$ cat src/rtl/vpu_pkg.sv
package vpu_pkg;

   localparam int R_PORTS_NUM = 8;
   localparam int W_PORTS_NUM = 4;
   localparam int QUEUE_DEPTH = 8;
   localparam int TAG_W       = 8;
   localparam int VREG_W      = 5;
   localparam int CLASS_NUM   = 12;

   localparam int R_SEL_W     = $clog2(R_PORTS_NUM);
   localparam int W_SEL_W     = $clog2(W_PORTS_NUM);
   localparam int QUEUE_PTR_W = $clog2(QUEUE_DEPTH);

   // class 0 has this top byte and the other classes follow in order
   localparam logic [7:0] CLASS_OPCODE_BASE = 8'h50;

   typedef enum logic [3:0] {
      CLASS_MVV_ALU = 4'd0,
      CLASS_MVV_OP3 = 4'd1,
      CLASS_MVX_ALU = 4'd2,
      CLASS_MVI_ALU = 4'd3,
      CLASS_MUL     = 4'd4,
      CLASS_DIV     = 4'd5,
      CLASS_RED     = 4'd6,
      CLASS_PERM    = 4'd7,
      CLASS_LOAD    = 4'd8,
      CLASS_STORE   = 4'd9,
      CLASS_MASK    = 4'd10,
      CLASS_CFG     = 4'd11
   } instr_class_e;

   // busy cycles of a write-port group for one instruction of the class
   function automatic logic [3:0] class_latency(input instr_class_e cls);
      return 4'(cls) + 4'd2;
   endfunction

endpackage

$ cat src/rtl/instr_decoder.sv
`timescale 1ns/100ps

module instr_decoder
   (
   input  logic                               clk,
   input  logic                               rstn,

   input  logic                               instr_vld_i,
   input  logic [31:0]                        instr_i,
   input  logic [vpu_pkg::TAG_W-1:0]          tag_i,

   output logic                               dec_vld_o,
   output vpu_pkg::instr_class_e              dec_class_o,
   output logic [vpu_pkg::VREG_W-1:0]         dec_vreg_o,
   output logic [vpu_pkg::TAG_W-1:0]          dec_tag_o,

   output logic                               illegal_o,
   output logic [vpu_pkg::TAG_W-1:0]          illegal_tag_o
   );

   logic                              vld_q;
   logic [7:0]                        opcode_q;
   logic [vpu_pkg::VREG_W-1:0]        vreg_q;
   logic [vpu_pkg::TAG_W-1:0]         tag_q;
   logic [7:0]                        class_ofs;
   logic                              legal;

   always_ff @(posedge clk)
   begin
      if (!rstn)
      begin
         vld_q <= 1'b0;
      end
      else
      begin
         vld_q <= instr_vld_i;
      end
   end

   // only the fields that matter downstream are kept
   always_ff @(posedge clk)
   begin
      if (instr_vld_i)
      begin
         opcode_q <= instr_i[31:24];
         vreg_q   <= instr_i[11:7];
         tag_q    <= tag_i;
      end
   end

   // top byte is an offset from the base opcode, anything past the last class is illegal
   assign class_ofs = opcode_q - vpu_pkg::CLASS_OPCODE_BASE;
   assign legal     = class_ofs < 8'(vpu_pkg::CLASS_NUM);

   assign dec_vld_o   = vld_q && legal;
   assign dec_class_o = vpu_pkg::instr_class_e'(class_ofs[3:0]);
   assign dec_vreg_o  = vreg_q;
   assign dec_tag_o   = tag_q;

   // an illegal word is reported once and goes no further
   assign illegal_o     = vld_q && !legal;
   assign illegal_tag_o = tag_q;

endmodule

$ cat src/rtl/instr_queue.sv
`timescale 1ns/100ps

module instr_queue
   (
   input  logic                                clk,
   input  logic                                rstn,

   input  logic                                wr_i,
   input  vpu_pkg::instr_class_e               class_i,
   input  logic [vpu_pkg::VREG_W-1:0]          vreg_i,
   input  logic [vpu_pkg::TAG_W-1:0]           tag_i,
   output logic                                full_o,

   output logic                                vld_o,
   output logic [vpu_pkg::CLASS_NUM-1:0]       instr_vld_o,
   output logic                                vrf_starting_addr_vld_o,
   output logic [vpu_pkg::TAG_W-1:0]           tag_o,
   output vpu_pkg::instr_class_e               class_o,
   input  logic                                pop_i
   );

   vpu_pkg::instr_class_e             class_mem [vpu_pkg::QUEUE_DEPTH];
   logic [vpu_pkg::VREG_W-1:0]        vreg_mem  [vpu_pkg::QUEUE_DEPTH];
   logic [vpu_pkg::TAG_W-1:0]         tag_mem   [vpu_pkg::QUEUE_DEPTH];
   logic [vpu_pkg::QUEUE_PTR_W-1:0]   wr_ptr_q;
   logic [vpu_pkg::QUEUE_PTR_W-1:0]   rd_ptr_q;
   logic [vpu_pkg::QUEUE_PTR_W:0]     count_q;
   logic [vpu_pkg::VREG_W-1:0]        head_vreg;
   logic                              push;
   logic                              pop;

   assign full_o = count_q == (vpu_pkg::QUEUE_PTR_W+1)'(vpu_pkg::QUEUE_DEPTH);
   assign vld_o  = count_q != '0;
   assign push   = wr_i && !full_o;
   assign pop    = pop_i && vld_o;

   always_ff @(posedge clk)
   begin
      if (push)
      begin
         class_mem[wr_ptr_q] <= class_i;
         vreg_mem[wr_ptr_q]  <= vreg_i;
         tag_mem[wr_ptr_q]   <= tag_i;
      end
   end

   // pointers wrap naturally since the depth is a power of two
   always_ff @(posedge clk)
   begin
      if (!rstn)
      begin
         wr_ptr_q <= '0;
         rd_ptr_q <= '0;
         count_q  <= '0;
      end
      else
      begin
         if (push)
            wr_ptr_q <= wr_ptr_q + 1'b1;
         if (pop)
            rd_ptr_q <= rd_ptr_q + 1'b1;
         if (push && !pop)
            count_q <= count_q + 1'b1;
         else if (pop && !push)
            count_q <= count_q - 1'b1;
      end
   end

   assign class_o   = class_mem[rd_ptr_q];
   assign tag_o     = tag_mem[rd_ptr_q];
   assign head_vreg = vreg_mem[rd_ptr_q];

   assign instr_vld_o = vld_o ? (vpu_pkg::CLASS_NUM'(1) << class_o) : '0;

   // three-operand instructions need an even register group to start from
   assign vrf_starting_addr_vld_o = !head_vreg[0] || (class_o != vpu_pkg::CLASS_MVV_OP3);

endmodule

$ cat src/rtl/port_allocate_unit.sv
`timescale 1ns/100ps

module port_allocate_unit
   (
   input  logic                                 clk,
   input  logic                                 rstn,

   output logic [vpu_pkg::CLASS_NUM-1:0]        instr_rdy_o,
   input  logic [vpu_pkg::CLASS_NUM-1:0]        instr_vld_i,
   input  logic                                 vrf_starting_addr_vld_i,
   output logic [vpu_pkg::W_PORTS_NUM-1:0]      start_o,
   input  logic [vpu_pkg::W_PORTS_NUM-1:0]      port_rdy_i,
   output logic [vpu_pkg::R_SEL_W-1:0]          op3_port_sel_o,

   output logic                                 alloc_port_vld_o
   );

   logic [vpu_pkg::W_SEL_W-1:0]       ptr_q;
   logic [vpu_pkg::W_SEL_W-1:0]       ptr_next;
   logic [vpu_pkg::W_PORTS_NUM-1:0]   port_status_q;
   logic                              op3_instr;

   assign op3_instr = instr_vld_i[vpu_pkg::CLASS_MVV_OP3];

   // round-robin pointer only moves once the pointed group has actually taken the start
   always_ff @(posedge clk)
   begin
      if (!rstn)
      begin
         ptr_q <= '0;
      end
      else
      begin
         if (start_o[ptr_q] && port_rdy_i[ptr_q])
            ptr_q <= ptr_next;
      end
   end

   assign ptr_next = ptr_q + 1'b1;

   // the head is popped only when the pointed group can really take it
   assign alloc_port_vld_o = ((instr_rdy_o & instr_vld_i) != '0) && vrf_starting_addr_vld_i &&
                             port_status_q[ptr_q];

   always_comb
   begin
      for (int i = 0; i < vpu_pkg::W_PORTS_NUM; i++)
      begin
         start_o[i] = alloc_port_vld_o && (i == int'(ptr_q));
      end
   end

   // a grant or a third-operand reservation wins over the ready level for one edge
   generate
      for (genvar i = 0; i < vpu_pkg::W_PORTS_NUM; i++)
      begin : g_status
         always_ff @(posedge clk)
         begin
            if (!rstn)
            begin
               port_status_q[i] <= 1'b1;
            end
            else if (start_o[i] ||
                     (alloc_port_vld_o && op3_instr && op3_port_sel_o == i))
            begin
               port_status_q[i] <= 1'b0;
            end
            else if (port_rdy_i[i])
            begin
               port_status_q[i] <= 1'b1;
            end
         end
      end
   endgenerate

   // walking down leaves the lowest free index other than the pointer
   always_comb
   begin
      op3_port_sel_o = '0;
      for (int i = vpu_pkg::W_PORTS_NUM-1; i >= 0; i--)
      begin
         if (port_status_q[i] && i != int'(ptr_q))
            op3_port_sel_o = vpu_pkg::R_SEL_W'(i);
      end
   end

   assign instr_rdy_o = {vpu_pkg::CLASS_NUM{port_status_q != '0}};

endmodule

$ cat src/rtl/vpu_dispatch_top.sv
`timescale 1ns/100ps

module vpu_dispatch_top
   (
   input  logic                                                clk,
   input  logic                                                rstn,

   input  logic                                                instr_vld_i,
   input  logic [31:0]                                         instr_i,
   input  logic [vpu_pkg::TAG_W-1:0]                           tag_i,
   output logic                                                busy_o,

   output logic [vpu_pkg::W_PORTS_NUM-1:0]                     done_o,
   output logic [vpu_pkg::W_PORTS_NUM-1:0][vpu_pkg::TAG_W-1:0] done_tag_o,

   output logic                                                illegal_o,
   output logic [vpu_pkg::TAG_W-1:0]                           illegal_tag_o,

   output logic [vpu_pkg::R_SEL_W-1:0]                         op3_port_sel_o,
   output logic                                                alloc_port_vld_o
   );

   logic                              dec_vld;
   vpu_pkg::instr_class_e             dec_class;
   logic [vpu_pkg::VREG_W-1:0]        dec_vreg;
   logic [vpu_pkg::TAG_W-1:0]         dec_tag;

   logic                              q_vld;
   logic [vpu_pkg::CLASS_NUM-1:0]     q_instr_vld;
   logic                              q_addr_vld;
   logic [vpu_pkg::TAG_W-1:0]         q_tag;
   vpu_pkg::instr_class_e             q_class;

   logic [vpu_pkg::W_PORTS_NUM-1:0]   start;
   logic [vpu_pkg::W_PORTS_NUM-1:0]   port_rdy;

   instr_decoder u_decoder (
      .clk            (clk),
      .rstn           (rstn),
      .instr_vld_i    (instr_vld_i),
      .instr_i        (instr_i),
      .tag_i          (tag_i),
      .dec_vld_o      (dec_vld),
      .dec_class_o    (dec_class),
      .dec_vreg_o     (dec_vreg),
      .dec_tag_o      (dec_tag),
      .illegal_o      (illegal_o),
      .illegal_tag_o  (illegal_tag_o)
   );

   instr_queue u_queue (
      .clk                      (clk),
      .rstn                     (rstn),
      .wr_i                     (dec_vld),
      .class_i                  (dec_class),
      .vreg_i                   (dec_vreg),
      .tag_i                    (dec_tag),
      .full_o                   (busy_o),
      .vld_o                    (q_vld),
      .instr_vld_o              (q_instr_vld),
      .vrf_starting_addr_vld_o  (q_addr_vld),
      .tag_o                    (q_tag),
      .class_o                  (q_class),
      .pop_i                    (alloc_port_vld_o && q_vld)
   );

   // instr_rdy is already folded into the allocation decision inside the allocator
   port_allocate_unit u_alloc (
      .clk                      (clk),
      .rstn                     (rstn),
      .instr_rdy_o              (),
      .instr_vld_i              (q_instr_vld),
      .vrf_starting_addr_vld_i  (q_addr_vld),
      .start_o                  (start),
      .port_rdy_i               (port_rdy),
      .op3_port_sel_o           (op3_port_sel_o),
      .alloc_port_vld_o         (alloc_port_vld_o)
   );

   // head class and tag go to every group, only the started one latches them
   generate
      for (genvar g = 0; g < vpu_pkg::W_PORTS_NUM; g++)
      begin : g_port_group
         vrf_port_group u_group (
            .clk         (clk),
            .rstn        (rstn),
            .start_i     (start[g]),
            .class_i     (q_class),
            .tag_i       (q_tag),
            .port_rdy_o  (port_rdy[g]),
            .done_o      (done_o[g]),
            .done_tag_o  (done_tag_o[g])
         );
      end
   endgenerate

endmodule

$ cat src/rtl/vrf_port_group.sv
`timescale 1ns/100ps

module vrf_port_group
   (
   input  logic                          clk,
   input  logic                          rstn,

   input  logic                          start_i,
   input  vpu_pkg::instr_class_e         class_i,
   input  logic [vpu_pkg::TAG_W-1:0]     tag_i,

   output logic                          port_rdy_o,
   output logic                          done_o,
   output logic [vpu_pkg::TAG_W-1:0]     done_tag_o
   );

   logic                          busy_q;
   logic [3:0]                    cnt_q;
   logic [3:0]                    latency;
   logic [vpu_pkg::TAG_W-1:0]     tag_q;

   assign latency = vpu_pkg::class_latency(class_i);

   // the count starts one below the latency because the start cycle is already spent
   always_ff @(posedge clk)
   begin
      if (!rstn)
      begin
         busy_q <= 1'b0;
         cnt_q  <= '0;
      end
      else
      begin
         if (start_i)
         begin
            busy_q <= 1'b1;
            cnt_q  <= latency - 4'd1;
         end
         else if (busy_q)
         begin
            if (cnt_q == '0)
               busy_q <= 1'b0;
            else
               cnt_q <= cnt_q - 4'd1;
         end
      end
   end

   always_ff @(posedge clk)
   begin
      if (start_i)
      begin
         tag_q <= tag_i;
      end
   end

   assign done_o     = busy_q && (cnt_q == '0);
   assign done_tag_o = tag_q;

   // ready again in the done cycle, so the allocator sees it one edge later
   assign port_rdy_o = !busy_q || (cnt_q == '0);

endmodule

$ cat config.mk
export PLATFORM = sky130hd
export DESIGN_NAME = vpu_dispatch_top
export DESIGN_NICKNAME = d
export VERILOG_FILES = /design/src/rtl/vpu_pkg.sv /design/src/rtl/instr_decoder.sv /design/src/rtl/instr_queue.sv /design/src/rtl/port_allocate_unit.sv /design/src/rtl/vpu_dispatch_top.sv /design/src/rtl/vrf_port_group.sv
export SDC_FILE = /design/constraint.sdc
export NUM_CORES = 1
export LEC_CHECK = 0
export BUFFER_PORTS_ARGS = -buffer_cell sky130_fd_sc_hd__buf_2
export CAP_MARGIN = 0
export CORE_ASPECT_RATIO = 0.6
export CORE_MARGIN = 3
export CORE_UTILIZATION = 45
export CTS_CLUSTER_DIAMETER = 150
export CTS_CLUSTER_SIZE = 30
export DETAILED_ROUTE_END_ITERATION = 12
export HOLD_SLACK_MARGIN = 0.05
export PLACE_DENSITY = 0.67
export SYNTH_ARGS = -nofsm -noshare
export SYNTH_HDL_FRONTEND = slang
export SYNTH_SLANG_ARGS = --single-unit
$ cat constraint.sdc
create_clock -name clk -period 3.8 [get_ports clk]
set_input_delay 0.19 -clock clk [delete_from_list [all_inputs] [get_ports clk]]
set_output_delay 0.19 -clock clk [all_outputs]
set_load 0.01 [all_outputs]
; Word level (Yosys, flattened, before mapping)
; Memories as Yosys holds them, arrays and structs flattened. A register that Yosys moved wholly into a read port is not among the register bits.
; Index checks and enable logic that the tools add are counted.
[word_totals]
register_bits = 90
ram_bits = 136
output_inout_bits = 50
wordCells = 179
n_memories = 3
[op_classes]
add_sub_neg = 12
order_cmp = 2
eq_ne = 15
n_shift = 1
muxes = 53
bitwise = 1
reduce_logical = 68
[mem_list]
columns = name, words, width, read_ports, rd_ports_with_merged_regs, wr, line_no
row1 = u_queue.tag_mem, 8, 8, 1, 1, 1, instr_queue.sv:24  ; logic [vpu_pkg::TAG_W-1:0] tag_mem [vpu_pkg::QUEUE_DEPTH];
row2 = u_queue.vreg_mem, 8, 5, 1, 1, 1, instr_queue.sv:23  ; logic [vpu_pkg::VREG_W-1:0] vreg_mem [vpu_pkg::QUEUE_DEPTH];
row3 = u_queue.class_mem, 8, 4, 1, 1, 1, instr_queue.sv:22  ; vpu_pkg::instr_class_e class_mem [vpu_pkg::QUEUE_DEPTH];
[ops]
columns = operator, count
row1 = $mux 4, 14
row2 = $logic_and 1x1->1, 27
row3 = $mux 1, 25
row4 = $sub 4x1->4 const B, 6
row5 = $reduce_bool 2->1, 10
row6 = $mux 3, 6
row7 = $logic_not 4->1, 4
row8 = $and 12x12->12, 1
row9 = $mux 12, 1
row10 = $reduce_bool 12->1, 1
row11 = $shl 1x4->12 const A, 1
row12 = $logic_not 1->1, 9
row13 = $logic_or 1x1->1, 9
row14 = $lt 8x4->1 const B, 1
row15 = $mux 2, 4
row16 = $ne 2x1->1 const B, 4
row17 = $reduce_and 2->1, 4
row18 = $reduce_bool 4->1, 2
row19 = $sub 8x7->8 const B, 1
row20 = $add 3x1->3 const B, 2
row21 = $bmux 1 s2, 3
row22 = $add 4x1->4 const B, 1
row23 = $add 4x2->4 const B, 1
row24 = $eq 2x2->1 const A, 2
row25 = other kinds (11), 13

; Longest topological paths before layout
; Gate-level depths: netlist of the first run.
[depth]
word_depth = 11
depth_mapped = 20
depth_no_buf = 17

; By module
; A second synthesis of the first run with hierarchy kept.
[hier_totals]
hier_cells = 560
area_unflattened_um2 = 8401.8
[modules_own_cells]
columns = module, n_inst, cells_per_inst, area_each_um2, seq_area_each_um2
row1 = instr_queue, 1, 254, 4728.3, 3383.2
row2 = vrf_port_group, 4, 48, 573.0, 340.3
row3 = instr_decoder, 1, 39, 777.0, 650.6
row4 = port_allocate_unit, 1, 74, 598.1, 120.1
row5 = vpu_dispatch_top, 1, 1, 6.3, 0.0

; Worst setup path after synthesis of the first run
; No wires, ideal clock.
[synth_timing]
path_type = flip-flop to flip-flop
from = reg with a tool-made name
to = reg u_queue.count_q[3] (netlist name)
arrival_time_ns = 4.031
required_time_ns = 3.730
slack_ns = -0.301
stages_incl_launch_ff = 20
path_buffers = 3
cell_sequence = dfxtp_1 > buf_6 > buf_2 > mux4_2 > mux2i_1 > inv_1 > ha_1 > nand4_1 > o211ai_1 > buf_2 > nor2_1 > inv_1 > ha_1 > inv_1 > ha_1 > a21o_1 > a21oi_1 > xnor2_1 > or3_1 > a21oi_1
[synth_lines]
columns = item, line_no
row1 = "end signal, assigned", instr_queue.sv:63  ; count_q <= count_q + 1'b1;
row2 = "end signal, assigned", instr_queue.sv:65  ; count_q <= count_q - 1'b1;
row3 = "end, declared", instr_queue.sv:27  ; logic [vpu_pkg::QUEUE_PTR_W:0] count_q;

==> results of run 1 <==
[final timing paths]
check / from / endpoint / cells past startpoint
setup / recovery: register / u_queue.count_q[3] / 17
hold reg to reg: u_queue.rd_ptr_q[2] / u_queue.rd_ptr_q[2] / 2
setup reg to reg: register / u_queue.count_q[3] / 17
hold / removal: rstn / u_alloc.port_status_q[1] / 2
[what timing repair did]
action | in CTS | in global routing
setup buffers | 0 | 4
pin swaps | 0 | 3
gates resized for setup | 2 | 8
hold buffers | 17 | 0
hold endpoints to repair | 17 | 0
setup endpoints to repair | 1 | 1
[state kept, by name, summed over array words and instances, names as in the netlist, 2 cells and up, named ones only]
name,count
u_queue.class_mem,32
u_alloc.port_status_q,4
u_queue.tag_mem,64
g_port_group.u_group.done_tag_o,32
g_port_group.u_group.busy_q,4
u_queue.rd_ptr_q,3
u_queue.count_q,4
u_queue.wr_ptr_q,3
g_port_group.u_group.cnt_q,16
u_queue.vreg_mem,8
u_alloc.ptr_q,2
u_decoder.opcode_q,8
u_decoder.dec_tag_o,8
[power breakdown]
group / switching [uW] / leakage, uW / internal [uW]
combinational: 648 / 0.00127 / 460
clock: 861 / 0.000279 / 883
sequential: 104 / 0.00172 / 2420
total: 1610 / 0.00327 / 3760
[per-layer routing]
layer	track usage	up-vias	routed length [microns]
met2	0.259	186	7110
met5	0	-	0
met1	0.249	2274	7510
met3	0.0498	15	1260
met4	0.0457	0	133
li1	-	2103	-
[cell type report]
type / count / share of cell area
multi-input combinational: 244 / 0.238
tap: 228 / 0.0306
inverter: 31 / 0.0127
clock inverter: 15 / 0.0180
sequential: 193 / 0.578
clock buffer: 17 / 0.0456
timing repair buffer: 112 / 0.0768
[worst reg2reg max path, stage by stage, from the launching register on]
cell                      delay (ns)
sky130_fd_sc_hd__dfxtp_4        0.42
sky130_fd_sc_hd__buf_6          0.16
sky130_fd_sc_hd__mux4_2         0.53
sky130_fd_sc_hd__mux2i_4        0.26
sky130_fd_sc_hd__inv_1          0.09
sky130_fd_sc_hd__ha_1           0.20
sky130_fd_sc_hd__a21oi_2        0.12
sky130_fd_sc_hd__o21a_1         0.16
sky130_fd_sc_hd__nor2_2         0.08
sky130_fd_sc_hd__inv_1          0.07
sky130_fd_sc_hd__ha_2           0.20
sky130_fd_sc_hd__inv_2          0.06
sky130_fd_sc_hd__ha_1           0.28
sky130_fd_sc_hd__a21o_1         0.20
sky130_fd_sc_hd__a21oi_2        0.16
sky130_fd_sc_hd__xnor2_1        0.10
sky130_fd_sc_hd__or3_1          0.33
sky130_fd_sc_hd__a21oi_2        0.14
[cells by family after synthesis]
logic type      after synthesis  synth area share
buf+inv                      54            0.0316
compound gates               64            0.0556
simple gates                 97            0.0629
flops                       193             0.691
xor+xnor                     17            0.0191
mux                          46             0.108
other cells                   1          0.000480
fa+ha+maj                    19            0.0314
[layout by cell type, fill, tap and decap left out, types with 4 or more instances in the layout]
cell	instances
sky130_fd_sc_hd__inv_8	4
sky130_fd_sc_hd__nand2_1	18
sky130_fd_sc_hd__nand4_1	5
sky130_fd_sc_hd__nor4b_1	4
sky130_fd_sc_hd__clkbuf_16	17
sky130_fd_sc_hd__nor3_1	4
sky130_fd_sc_hd__clkinv_8	4
sky130_fd_sc_hd__buf_2	68
sky130_fd_sc_hd__mux2_2	9
sky130_fd_sc_hd__edfxtp_1	153
sky130_fd_sc_hd__a31oi_1	4
sky130_fd_sc_hd__mux4_2	28
sky130_fd_sc_hd__dlygate4sd3_1	17
sky130_fd_sc_hd__mux2i_1	6
sky130_fd_sc_hd__buf_4	26
sky130_fd_sc_hd__nand2b_1	5
sky130_fd_sc_hd__nor2b_1	5
sky130_fd_sc_hd__o31ai_1	10
sky130_fd_sc_hd__nand3_1	7
sky130_fd_sc_hd__a21oi_1	14
sky130_fd_sc_hd__inv_1	27
sky130_fd_sc_hd__ha_1	16
sky130_fd_sc_hd__o21ai_0	5
sky130_fd_sc_hd__xnor2_1	15
sky130_fd_sc_hd__a211oi_1	12
sky130_fd_sc_hd__nor2_1	24
sky130_fd_sc_hd__dfxtp_1	39
sky130_fd_sc_hd__nor4_1	15
[per-stage QoR]
| stage | total power (uW) | utilization | std cells |
|---|---|---|---|
| after floorplan | 3310 | - | 491 |
| after CTS | 5370 | 0.558 | 836 |
| after detailed placement | 3610 | 0.512 | 787 |
| final | 5380 | 0.562 | 840 |
| after global routing | 5620 | 0.562 | 840 |
| after global placement | 3580 | 0.512 | 787 |
==> Flow_metrics.wiki, run 1 <==
{| class="wikitable"
! Metric !! Value
|-
| Status || finished clean
|-
| HPWL reported at the end of detailed placement || 10600 microns
|-
| Post-place setup slack || -0.0789 ns
|-
| DIE AREA || between 15000 and 20000 sq um
|-
| Maximum number of buffers from clock root to sink || 2
|-
| Number of enable flip-flop cells after synthesis || 153
|-
| Routability cong. || between 0.8 and 0.9
|-
| Total clock sinks || approximately 190
|-
| Hold violation count in the final report || 0
|-
| Final Routed Wirelength || 16000 microns
|-
| Number of levels in the clock H-tree || 4
|-
| Final ANT Viol Nets || 0
|-
| Initial antenna violation count || 0
|-
| Final worst-path setup slack || ~0.15 ns
|-
| Horizontal extent of the die || 176 microns
|-
| Area Growth Syn to Fin || 19.5%
|-
| Delay of the slowest cell on the worst path || about 0.53 ns
|-
| Maximum number of pins on one net before global-route repair || 33
|-
| Area fraction of the dominant cell type after synthesis || 0.588
|-
| Area of all sequential standard cells || ~5400 sq um
|-
| CP max stage cell || sky130_fd_sc_hd__mux4_2
|-
| Reg clk slew, reported paths || 0.08 ns
|-
| Flop2flop setup slack || about 0.15 ns
|-
| Vias after detailed routing || 4578
|-
| Proportion of layout cells with a drive suffix above 1 || 0.301
|-
| Yosys top cell by area || sky130_fd_sc_hd__edfxtp_1
|-
| Data arrival, critical path || 3.99 ns
|-
| Element type at the critical path end || register
|-
| Core Rows || 36
|-
| Number of distinct library cell variants in the gate-level netlist after synthesis || between 40 and 50
|-
| Skew final || around 0.012 ns
|-
| Category of the critical setup timing path || register to register
|-
| Final antenna diode count || 0
|-
| Critical path cell sequence || buf_6 -> mux4_2 -> mux2i_4 -> inv_1 -> ha_1 -> a21oi_2 -> o21a_1 -> nor2_2 -> inv_1 -> ha_2 -> inv_2 -> ha_1 -> a21o_1 -> a21oi_2 -> xnor2_1 -> or3_1 -> a21oi_2
|-
| Ratio of final minimum period to clock period || 0.960
|-
| Final instance area || 9340 sq um
|-
| Power per standard cell area || 576 nW/um^2
|-
| Min cycle time layout || 3.65 ns
|-
| Top cells by instance count after synthesis || sky130_fd_sc_hd__edfxtp_1, sky130_fd_sc_hd__dfxtp_1, sky130_fd_sc_hd__inv_1
|-
| Data required, critical path || between 4 and 5 ns
|-
| Leading cell type by number of instances after synthesis || sky130_fd_sc_hd__edfxtp_1
|-
| Worst rel slew slack || 0.277
|-
| Clock tree from TritonCTS || done
|-
| Synthesized instance count || 491
|-
| Static Leakage || 0.00327 uW
|-
| Synth Cell Area || 7810 sq um
|-
| Mean Syn Cell Area || 15.9 sq um
|-
| Max Cap Violations || 0
|-
| Buffers added on ports || ~70
|-
| Peak Freq || 274 MHz
|-
| Routed length per instance || 19.1 microns
|-
| Routed via count divided by cell count || 5.45
|-
| Remaining DRCs || 0
|-
| Boundary Pins || 93
|-
| Count of state elements after synthesis || 193
|-
| Worst-case vdd ir drop || ~250 uV
|-
| Total global-route track usage || 0.172
|-
| Fin Hold WS || 0.0730 ns
|-
| Clock root cell || sky130_fd_sc_hd__clkbuf_16
|-
| Crit-path leading delay family || multiplexers
|-
| Yosys warns || 0
|-
| Synthesized net count || 553
|-
| Part of the Yosys area used for sequential elements || 0.691
|-
| Most common flop cell mapped by yosys || sky130_fd_sc_hd__edfxtp_1
|-
| Worst-path fanout max || 7
|-
| Number of pins with negative max-slew slack in the final report || 0
|-
| Post-layout nets || 661
|-
| Detailed-routing iteration count for the pre-antenna-repair pass || 5
|-
| Most common cell on crit path || sky130_fd_sc_hd__a21oi_2
|-
| Async SR Flop Fraction || 0
|-
| Overall die height || 108 microns
|-
| Type of the worst min-delay path || input port to register
|-
| Insertion delay to the later sink of the worst-skew pair || 0.43 ns
|-
| Layout fillers || between 1000 and 1500
|-
| Iteration-0 DRC count of the detailed router || roughly 360
|-
| Endpoints failing setup || 0
|-
| Count of buffering cells on the critical path with inverters included || 4
|-
| Clock buffers created by TritonCTS || 17
|-
| Setup TNS Final || 0 ns
|-
| Type of element launching the critical path || register
|-
| Total placed instance area || 8510 sq um
|-
| Initial cell density of the core || 0.470
|-
| First-pass GRT wire length || 24600 microns
|-
| Core region area || 16600 sq um
|-
| Multi-input logic area || around 2200 sq um
|-
| Transition at the pin with the smallest max-transition slack || 1.08 ns
|-
| Total grt overflow || 0
|-
| Via count of the first global-routing pass || 4492
|-
| Leading post-synthesis cells by cell area || sky130_fd_sc_hd__edfxtp_1, sky130_fd_sc_hd__dfxtp_1, sky130_fd_sc_hd__mux4_2
|}
No activity file was read; power rests on OpenSTA's default activity.
==> inputs of run 2 (changes only) <==
--- a/config.mk
+++ b/config.mk
@@ -5,7 +5,7 @@
 export SDC_FILE = /design/constraint.sdc
 export NUM_CORES = 1
 export LEC_CHECK = 0
-export BUFFER_PORTS_ARGS = -buffer_cell sky130_fd_sc_hd__buf_2
+export BUFFER_PORTS_ARGS = -buffer_cell sky130_fd_sc_hd__clkbuf_2
 export CAP_MARGIN = 0
 export CORE_ASPECT_RATIO = 0.6
 export CORE_MARGIN = 3
==> run 2 against run 1 <==
Against the previous run:
- utilization is 0.053 points lower
- final area hardly changed
- clock power is 5% higher
- flip-flop and latch count did not move
- power is 1.0% higher
- critical path depth did not move
- register-to-register slack got worse by 0.02 ns
- fmax down 0.42%
- sequential share of layout area rose by 0.068 points
==> Flow_metrics.wiki, run 2 (synthesized netlist as in run 1, its figures left out) <==
{| class="wikitable"
! Metric !! Value
|-
| Switching part of the total power || 0.297
|-
| Critical path cell sequence || mux4_2 -> mux2i_4 -> inv_4 -> ha_2 -> ha_1 -> a21oi_2 -> o21a_1 -> nor2_2 -> inv_1 -> ha_2 -> inv_1 -> ha_1 -> a21o_1 -> a21oi_2 -> xnor2_1 -> or3_1 -> a21oi_1
|-
| Post-layout nets || 659
|-
| Layout fillers || 1287
|-
| Reg clk slew, reported paths || 0.08 ns
|-
| Worst-case vdd ir drop || roughly 310 uV
|-
| Placed cells || 786
|-
| Min cycle time layout || between 3 and 4 ns
|-
| Register ranked first by flip-flop count || u_queue.tag_mem
|-
| Peak Freq || between 200 and 300 MHz
|-
| Endpoints failing setup || 0
|-
| CP max stage cell || sky130_fd_sc_hd__mux4_2
|-
| Core region area || 16600 sq um
|-
| Initial antenna violation count || 0
|-
| Core Rows || 36
|-
| Total global-route track usage || 0.177
|-
| Number of flip-flops under the largest register name || 64
|-
| Routability cong. || 0.854
|-
| Psw || ~1600 uW
|-
| HPWL reported at the end of detailed placement || 10700 microns
|-
| Clock root cell || sky130_fd_sc_hd__clkbuf_16
|-
| Non-Filler Instances || 838
|-
| Power per standard cell area || just under 600 nW/um^2
|-
| Area of all sequential standard cells || between 5000 and 6000 sq um
|-
| Part of the total power dissipated in sequential elements || 0.464
|-
| Detailed-routing iteration count for the pre-antenna-repair pass || 5
|-
| Maximum number of buffers from clock root to sink || 2
|-
| Final Routed Wirelength || 16100 microns
|-
| Part of the total power dissipated in combinational logic || 0.201
|-
| Clock tree from TritonCTS || done
|-
| Post-place setup slack || -0.0237 ns
|-
| Worst-path fanout max || 6
|-
| Category of the critical setup timing path || register to register
|-
| Ratio of final minimum period to clock period || 0.964
|-
| Via count of the first global-routing pass || 4605
|-
| Static Leakage || roughly 0.0033 uW
|-
| Remaining DRCs || 0
|-
| First-pass GRT wire length || approximately 25000 microns
|-
| Data required, critical path || between 4 and 5 ns
|-
| Metal3 WL || about 1200 microns
|-
| Boundary Pins || 93
|-
| Initial cell density of the core || 0.470
|-
| Top library cells by usage in the layout, fill and taps aside || sky130_fd_sc_hd__edfxtp_1, sky130_fd_sc_hd__clkbuf_2, sky130_fd_sc_hd__dfxtp_1
|-
| Final antenna diode count || 0
|-
| Data arrival, critical path || 4.00 ns
|-
| Fin Hold WS || 0.0944 ns
|-
| Hold violation count in the final report || 0
|-
| Max Cap Violations || 0
|-
| Most common library cell in the layout ignoring fill and taps || sky130_fd_sc_hd__edfxtp_1
|-
| Routed via count divided by cell count || around 5.4
|-
| Final worst-path setup slack || 0.137 ns
|-
| Setup TNS Final || 0 ns
|-
| Iteration-0 DRC count of the detailed router || a little under 500
|-
| Total grt overflow || 0
|-
| Count of buffering cells on the critical path with inverters included || 3
|-
| Final ANT Viol Nets || 0
|-
| Number of levels in the clock H-tree || 4
|-
| Total clock sinks || roughly 190
|-
| Proportion of layout cells with a drive suffix above 1 || 0.295
|-
| Routed length per instance || 19.2 microns
|-
| Overall die height || 108 microns
|-
| Element type at the critical path end || register
|-
| Worst rel slew slack || 0.300
|-
| Transition at the pin with the smallest max-transition slack || between 1 and 1.5 ns
|-
| Highest metal layer used by the detailed router || met4
|-
| Buffers added on ports || 68
|-
| Horizontal extent of the die || approximately 180 microns
|-
| Flop2flop setup slack || 0.14 ns
|-
| Internal portion of total power || 3820 uW
|-
| Type of element launching the critical path || register
|-
| Status || finished clean
|-
| Number of pins with negative max-slew slack in the final report || 0
|-
| Total length of routed met2 wires || between 6000 and 7000 microns
|-
| Delay of the slowest cell on the worst path || 0.56 ns
|-
| Multi-input logic area || 2200 sq um
|-
| Post-Route M1 WL || 7800 microns
|-
| Area Growth Syn to Fin || 19.4%
|-
| Clk pwr share || 0.334
|-
| Maximum number of pins on one net before global-route repair || 33
|-
| DIE AREA || 19000 sq um
|-
| Clock buffers created by TritonCTS || 17
|-
| Crit-path leading delay family || adder cells
|-
| Skew final || 0.0161 ns
|-
| Type of the worst min-delay path || input port to register
|-
| Insertion delay to the later sink of the worst-skew pair || 0.44 ns
|-
| Vias after detailed routing || 4566
|}
[run 2: cell types whose count changed in the layout (fill, tap and decap cells not counted), sizes merged]
cell	before	now
clkbuf	17	85
bufinv	0	1
clkinvlp	3	1
clkinv	6	7
buf	95	25
[run 2: path summary, 6_finish.rpt]
kind,from,to,depth (start not counted)
setup / recovery,register,u_queue.count_q[3],17
hold / removal,rstn,u_alloc.port_status_q[2],2
setup reg to reg,register,u_queue.count_q[3],17
hold reg to reg,u_queue.rd_ptr_q[2],register,2
[run 2: final cells by class]
type,instances,share of cell area
flip-flops and latches,193,0.579
clock inverters,15,0.0205
clock buffers,17,0.0456
inverters,31,0.0127
repair buffers,110,0.0753
well taps,228,0.0306
multi-input cells,244,0.236
[run 2: timing repair]
| action | CTS | global route |
|---|---|---|
| endpoints found under the setup margin | 1 | 1 |
| hold buffers | 17 | 0 |
| setup buffers | 1 | 2 |
| resized for setup | 1 | 6 |
| endpoints found under the hold margin | 17 | 0 |
| pin swaps | 0 | 1 |
[run 2: worst reg2reg max path, delay by kind of cell (launching register included)]
family | cells | cell delay (ns)
fa+ha+maj | 4 | 0.91
buf+inv | 3 | 0.24
compound gates | 5 | 0.78
xor+xnor | 1 | 0.08
simple gates | 2 | 0.38
mux | 2 | 0.78
flops | 1 | 0.41
[run 2: power groups by stage]
stage | sequential [uW] | combinational (uW) | clock, uW
after floorplan | 2550 | 767 | 0
after global placement | 2560 | 1010 | 0
after detailed placement | 2570 | 1040 | 0
after CTS | 2520 | 1060 | 1850
after global routing | 2540 | 1190 | 1950
final | 2520 | 1090 | 1820
[run 2: per-stage QoR]
stage	util	power (uW)	cell area [sq um]
after floorplan	-	3310	7840
after global placement	0.511	3570	8500
after detailed placement	0.511	3610	8500
after CTS	0.559	5440	9300
after global routing	0.561	5670	9330
final	0.561	5430	9330
[run 2: per-layer routing]
| metal | global-route usage | vias to the layer above |
|---|---|---|
| met3 | 0.0372 | 22 |
| met1 | 0.265 | 2256 |
| met5 | 0 | - |
| met4 | 0.0615 | 0 |
| li1 | - | 2106 |
| met2 | 0.258 | 182 |
==> inputs of run 3 (changes only) <==
--- a/config.mk
+++ b/config.mk
@@ -14,7 +14,8 @@
 export CTS_CLUSTER_SIZE = 30
 export DETAILED_ROUTE_END_ITERATION = 12
 export HOLD_SLACK_MARGIN = 0.05
-export PLACE_DENSITY = 0.67
+export PLACE_DENSITY = 0.66
 export SYNTH_ARGS = -nofsm -noshare
 export SYNTH_HDL_FRONTEND = slang
+export SYNTH_HIERARCHICAL = 1
 export SYNTH_SLANG_ARGS = --single-unit
==> constraint.sdc (replaced) <==
create_clock -name clk -period 3.8 [get_ports clk]
set_input_delay 0.57 -clock clk [delete_from_list [all_inputs] [get_ports clk]]
set_output_delay 0.57 -clock clk [all_outputs]
set_load 0.01 [all_outputs]
==> run 3 against run 2 <==
Against the previous run:
- clock power fell by 7%
- worst setup slack improved by 0.077 ns
- area after synthesis rose by 4.9%
- sequential share of layout area fell by 1.4 points
- highest routed layer unchanged
==> Flow_metrics.wiki, run 3 <==
{| class="wikitable"
! Metric !! Value
|-
| Endpoints failing setup || 0
|-
| Buffers added on ports || between 60 and 70
|-
| Worst-path fanout max || 8
|-
| Final Util || 0.546
|-
| Capture point of the critical path || u_queue/count_q[3]
|-
| Mean Syn Cell Area || 15.0 sq um
|-
| Clock root cell || sky130_fd_sc_hd__clkbuf_16
|-
| Synth Cell Area || 8200 sq um
|-
| Initial cell density of the core || 0.469
|-
| Insertion delay to the later sink of the worst-skew pair || 0.43 ns
|-
| Category of the critical setup timing path || register to register
|-
| Total grt overflow || 0
|-
| Synthesized instance count || about 550
|-
| Transition at the pin with the smallest max-transition slack || 1.04 ns
|-
| Part of the total power dissipated in sequential elements || 0.566
|-
| Number of flip-flops under the largest register name || 64
|-
| Peak Freq || 279 MHz
|-
| Register ranked first by flip-flop count || u_queue/tag_mem
|-
| Number of levels in the clock H-tree || 4
|-
| Maximum number of pins on one net before global-route repair || 41
|-
| Post-place setup slack || -0.0384 ns
|-
| FF-to-FF path depth || 16
|-
| Total global-route track usage || 0.167
|-
| Initial antenna violation count || 0
|-
| Delay of the slowest cell on the worst path || 0.50 ns
|-
| Critical path cell sequence || mux4_2 -> mux2_4 -> buf_4 -> nand2b_4 -> or4_4 -> nand4_4 -> clkinv_4 -> and2_4 -> nand2_4 -> ha_4 -> inv_4 -> buf_4 -> ha_4 -> a21oi_2 -> mux2i_1 -> mux2i_1
|-
| Most common library cell in the layout ignoring fill and taps || sky130_fd_sc_hd__edfxtp_1
|-
| Core Rows || 37
|-
| Psw || 898 uW
|-
| Element type at the critical path end || register
|-
| Layout fillers || 1376
|-
| Final antenna diode count || 0
|-
| Final Routed Wirelength || 16200 microns
|-
| HPWL reported at the end of detailed placement || 11000 microns
|-
| Capture instance of the worst register-to-register path || u_queue/count_q[3]
|-
| Overall die height || 111 microns
|-
| Clock tree from TritonCTS || done
|-
| Remaining DRCs || 0
|-
| First-pass GRT wire length || 26000 microns
|-
| Post-layout nets || 693
|-
| Number of pins with negative max-slew slack in the final report || 0
|-
| Status || finished clean
|-
| Via count of the first global-routing pass || 4856
|-
| Ratio of final minimum period to clock period || 0.944
|-
| Routability cong. || 0.857
|-
| Horizontal extent of the die || 180 microns
|-
| Setup repair after global routing missed its margin || yes
|-
| Detailed-routing iteration count for the pre-antenna-repair pass || 7
|-
| Reg clk slew, reported paths || ~0.080 ns
|-
| Clock buffers created by TritonCTS || 17
|-
| Skew final || 0.0134 ns
|-
| CP max stage cell || sky130_fd_sc_hd__mux4_2
|-
| Routed via count divided by cell count || 5.47
|-
| Routed length per instance || 18.4 microns
|-
| Max Cap Violations || 0
|-
| Clk pwr share || 0.411
|-
| Final ANT Viol Nets || 0
|-
| Iteration-0 DRC count of the detailed router || 346
|-
| Core region area || 17500 sq um
|-
| Worst rel slew slack || 0.308
|-
| Synthesized net count || 606
|-
| Total clock sinks || 193
|-
| Top library cells by usage in the layout, fill and taps aside || sky130_fd_sc_hd__edfxtp_1, sky130_fd_sc_hd__clkbuf_2, sky130_fd_sc_hd__dfxtp_1
|-
| Boundary Pins || 93
|-
| Area Growth Syn to Fin || 16.6%
|-
| Power per standard cell area || 431 nW/um^2
|-
| Type of the worst min-delay path || input port to register
|-
| Hold violation count in the final report || 0
|-
| Data arrival, critical path || slightly below 4 ns
|-
| Switching part of the total power || 0.218
|-
| Static Leakage || 0.00337 uW
|-
| Worst-case vdd ir drop || 264 uV
|-
| Flop2flop setup slack || around 0.21 ns
|-
| Maximum number of buffers from clock root to sink || 2
|-
| Vias after detailed routing || 4812
|-
| Yosys warns || 6
|-
| Internal portion of total power || 3220 uW
|-
| Type of element launching the critical path || register
|-
| Data required, critical path || 4.15 ns
|-
| DIE AREA || roughly 20000 sq um
|-
| Proportion of layout cells with a drive suffix above 1 || 0.332
|-
| Part of the total power dissipated in combinational logic || 0.023
|-
| Min cycle time layout || roughly 3.6 ns
|-
| Final worst-path setup slack || around 0.21 ns
|}
-- run 3: through the flow --
stage | TNS, ns | power [uW] | area (sq um) | cells | hold slack (ns)
2_1_floorplan | 0 | 2430 | 8210 | 545 | 0.451
3_3_place_gp | 0 | 2470 | 8860 | 840 | 0.471
3_5_place_dp | -0.0384 | 2470 | 8860 | 840 | 0.485
4_1_cts | 0 | 4150 | 9430 | 872 | 0.293
5_1_grt | -0.00897 | 4250 | 9560 | 879 | 0.295
6_report | 0 | 4120 | 9560 | 879 | 0.310
-- run 3: power by group through the flow --
| stage | sequential, uW | clock [uW] | combinational, uW |
|---|---|---|---|
| after floorplan | 2370 | 0 | 64.9 |
| after global placement | 2380 | 0 | 89.8 |
| after detailed placement | 2380 | 0 | 92.5 |
| after CTS | 2330 | 1720 | 93.0 |
| after global routing | 2340 | 1810 | 106 |
| final | 2330 | 1690 | 95.5 |
-- run 3: repair_timing --
item	in CTS	in global routing
pin swaps	0	11
setup endpoints to repair	1	3
resized for setup	2	16
buffers inserted	0	7
hold buffers	0	0
cloned	0	0
-- run 3: layer usage --
| layer | wire, microns | GRT usage | vias to the layer above |
|---|---|---|---|
| li1 | - | - | 2239 |
| met1 | 7710 | 0.240 | 2375 |
| met2 | 7220 | 0.249 | 172 |
| met3 | 967 | 0.0425 | 26 |
| met4 | 310 | 0.0557 | 0 |
| met5 | 0 | 0 | - |
-- run 3: layout make-up --
| class | instances | area [sq um] | share of cell area |
|---|---|---|---|
| tap | 234 | 293 | 0.0306 |
| sequential | 193 | 5400 | 0.565 |
| clock inverter | 13 | 124 | 0.0130 |
| inverter | 19 | 78.8 | 0.00825 |
| timing repair buffer | 102 | 596 | 0.0623 |
| clock buffer | 19 | 443 | 0.0463 |
| multi-input combinational | 299 | 2620 | 0.274 |
-- run 3: worst max-delay path, delay by kind of cell (launching register included) --
kind	cells	cell delay, ns
adder cells (fa/ha/maj)	2	0.36
multiplexers	4	1.22
AND/OR/NAND/NOR	5	0.98
AO/OA/AOI/OAI	1	0.14
flip-flops	1	0.42
buffers and inverters	4	0.38
-- run 3: worst min path at each step --
stage,from,endpoint,cells after the start
floorplan,u_queue/count_q[3],u_queue/count_q[3],2
global placement,u_queue/count_q[3],u_queue/count_q[3],2
detailed placement,u_queue/count_q[3],u_queue/count_q[3],2
CTS,instr_i[24],u_decoder/opcode_q[0],1
global route,instr_i[24],u_decoder/opcode_q[0],1
finish,instr_i[24],u_decoder/opcode_q[0],1
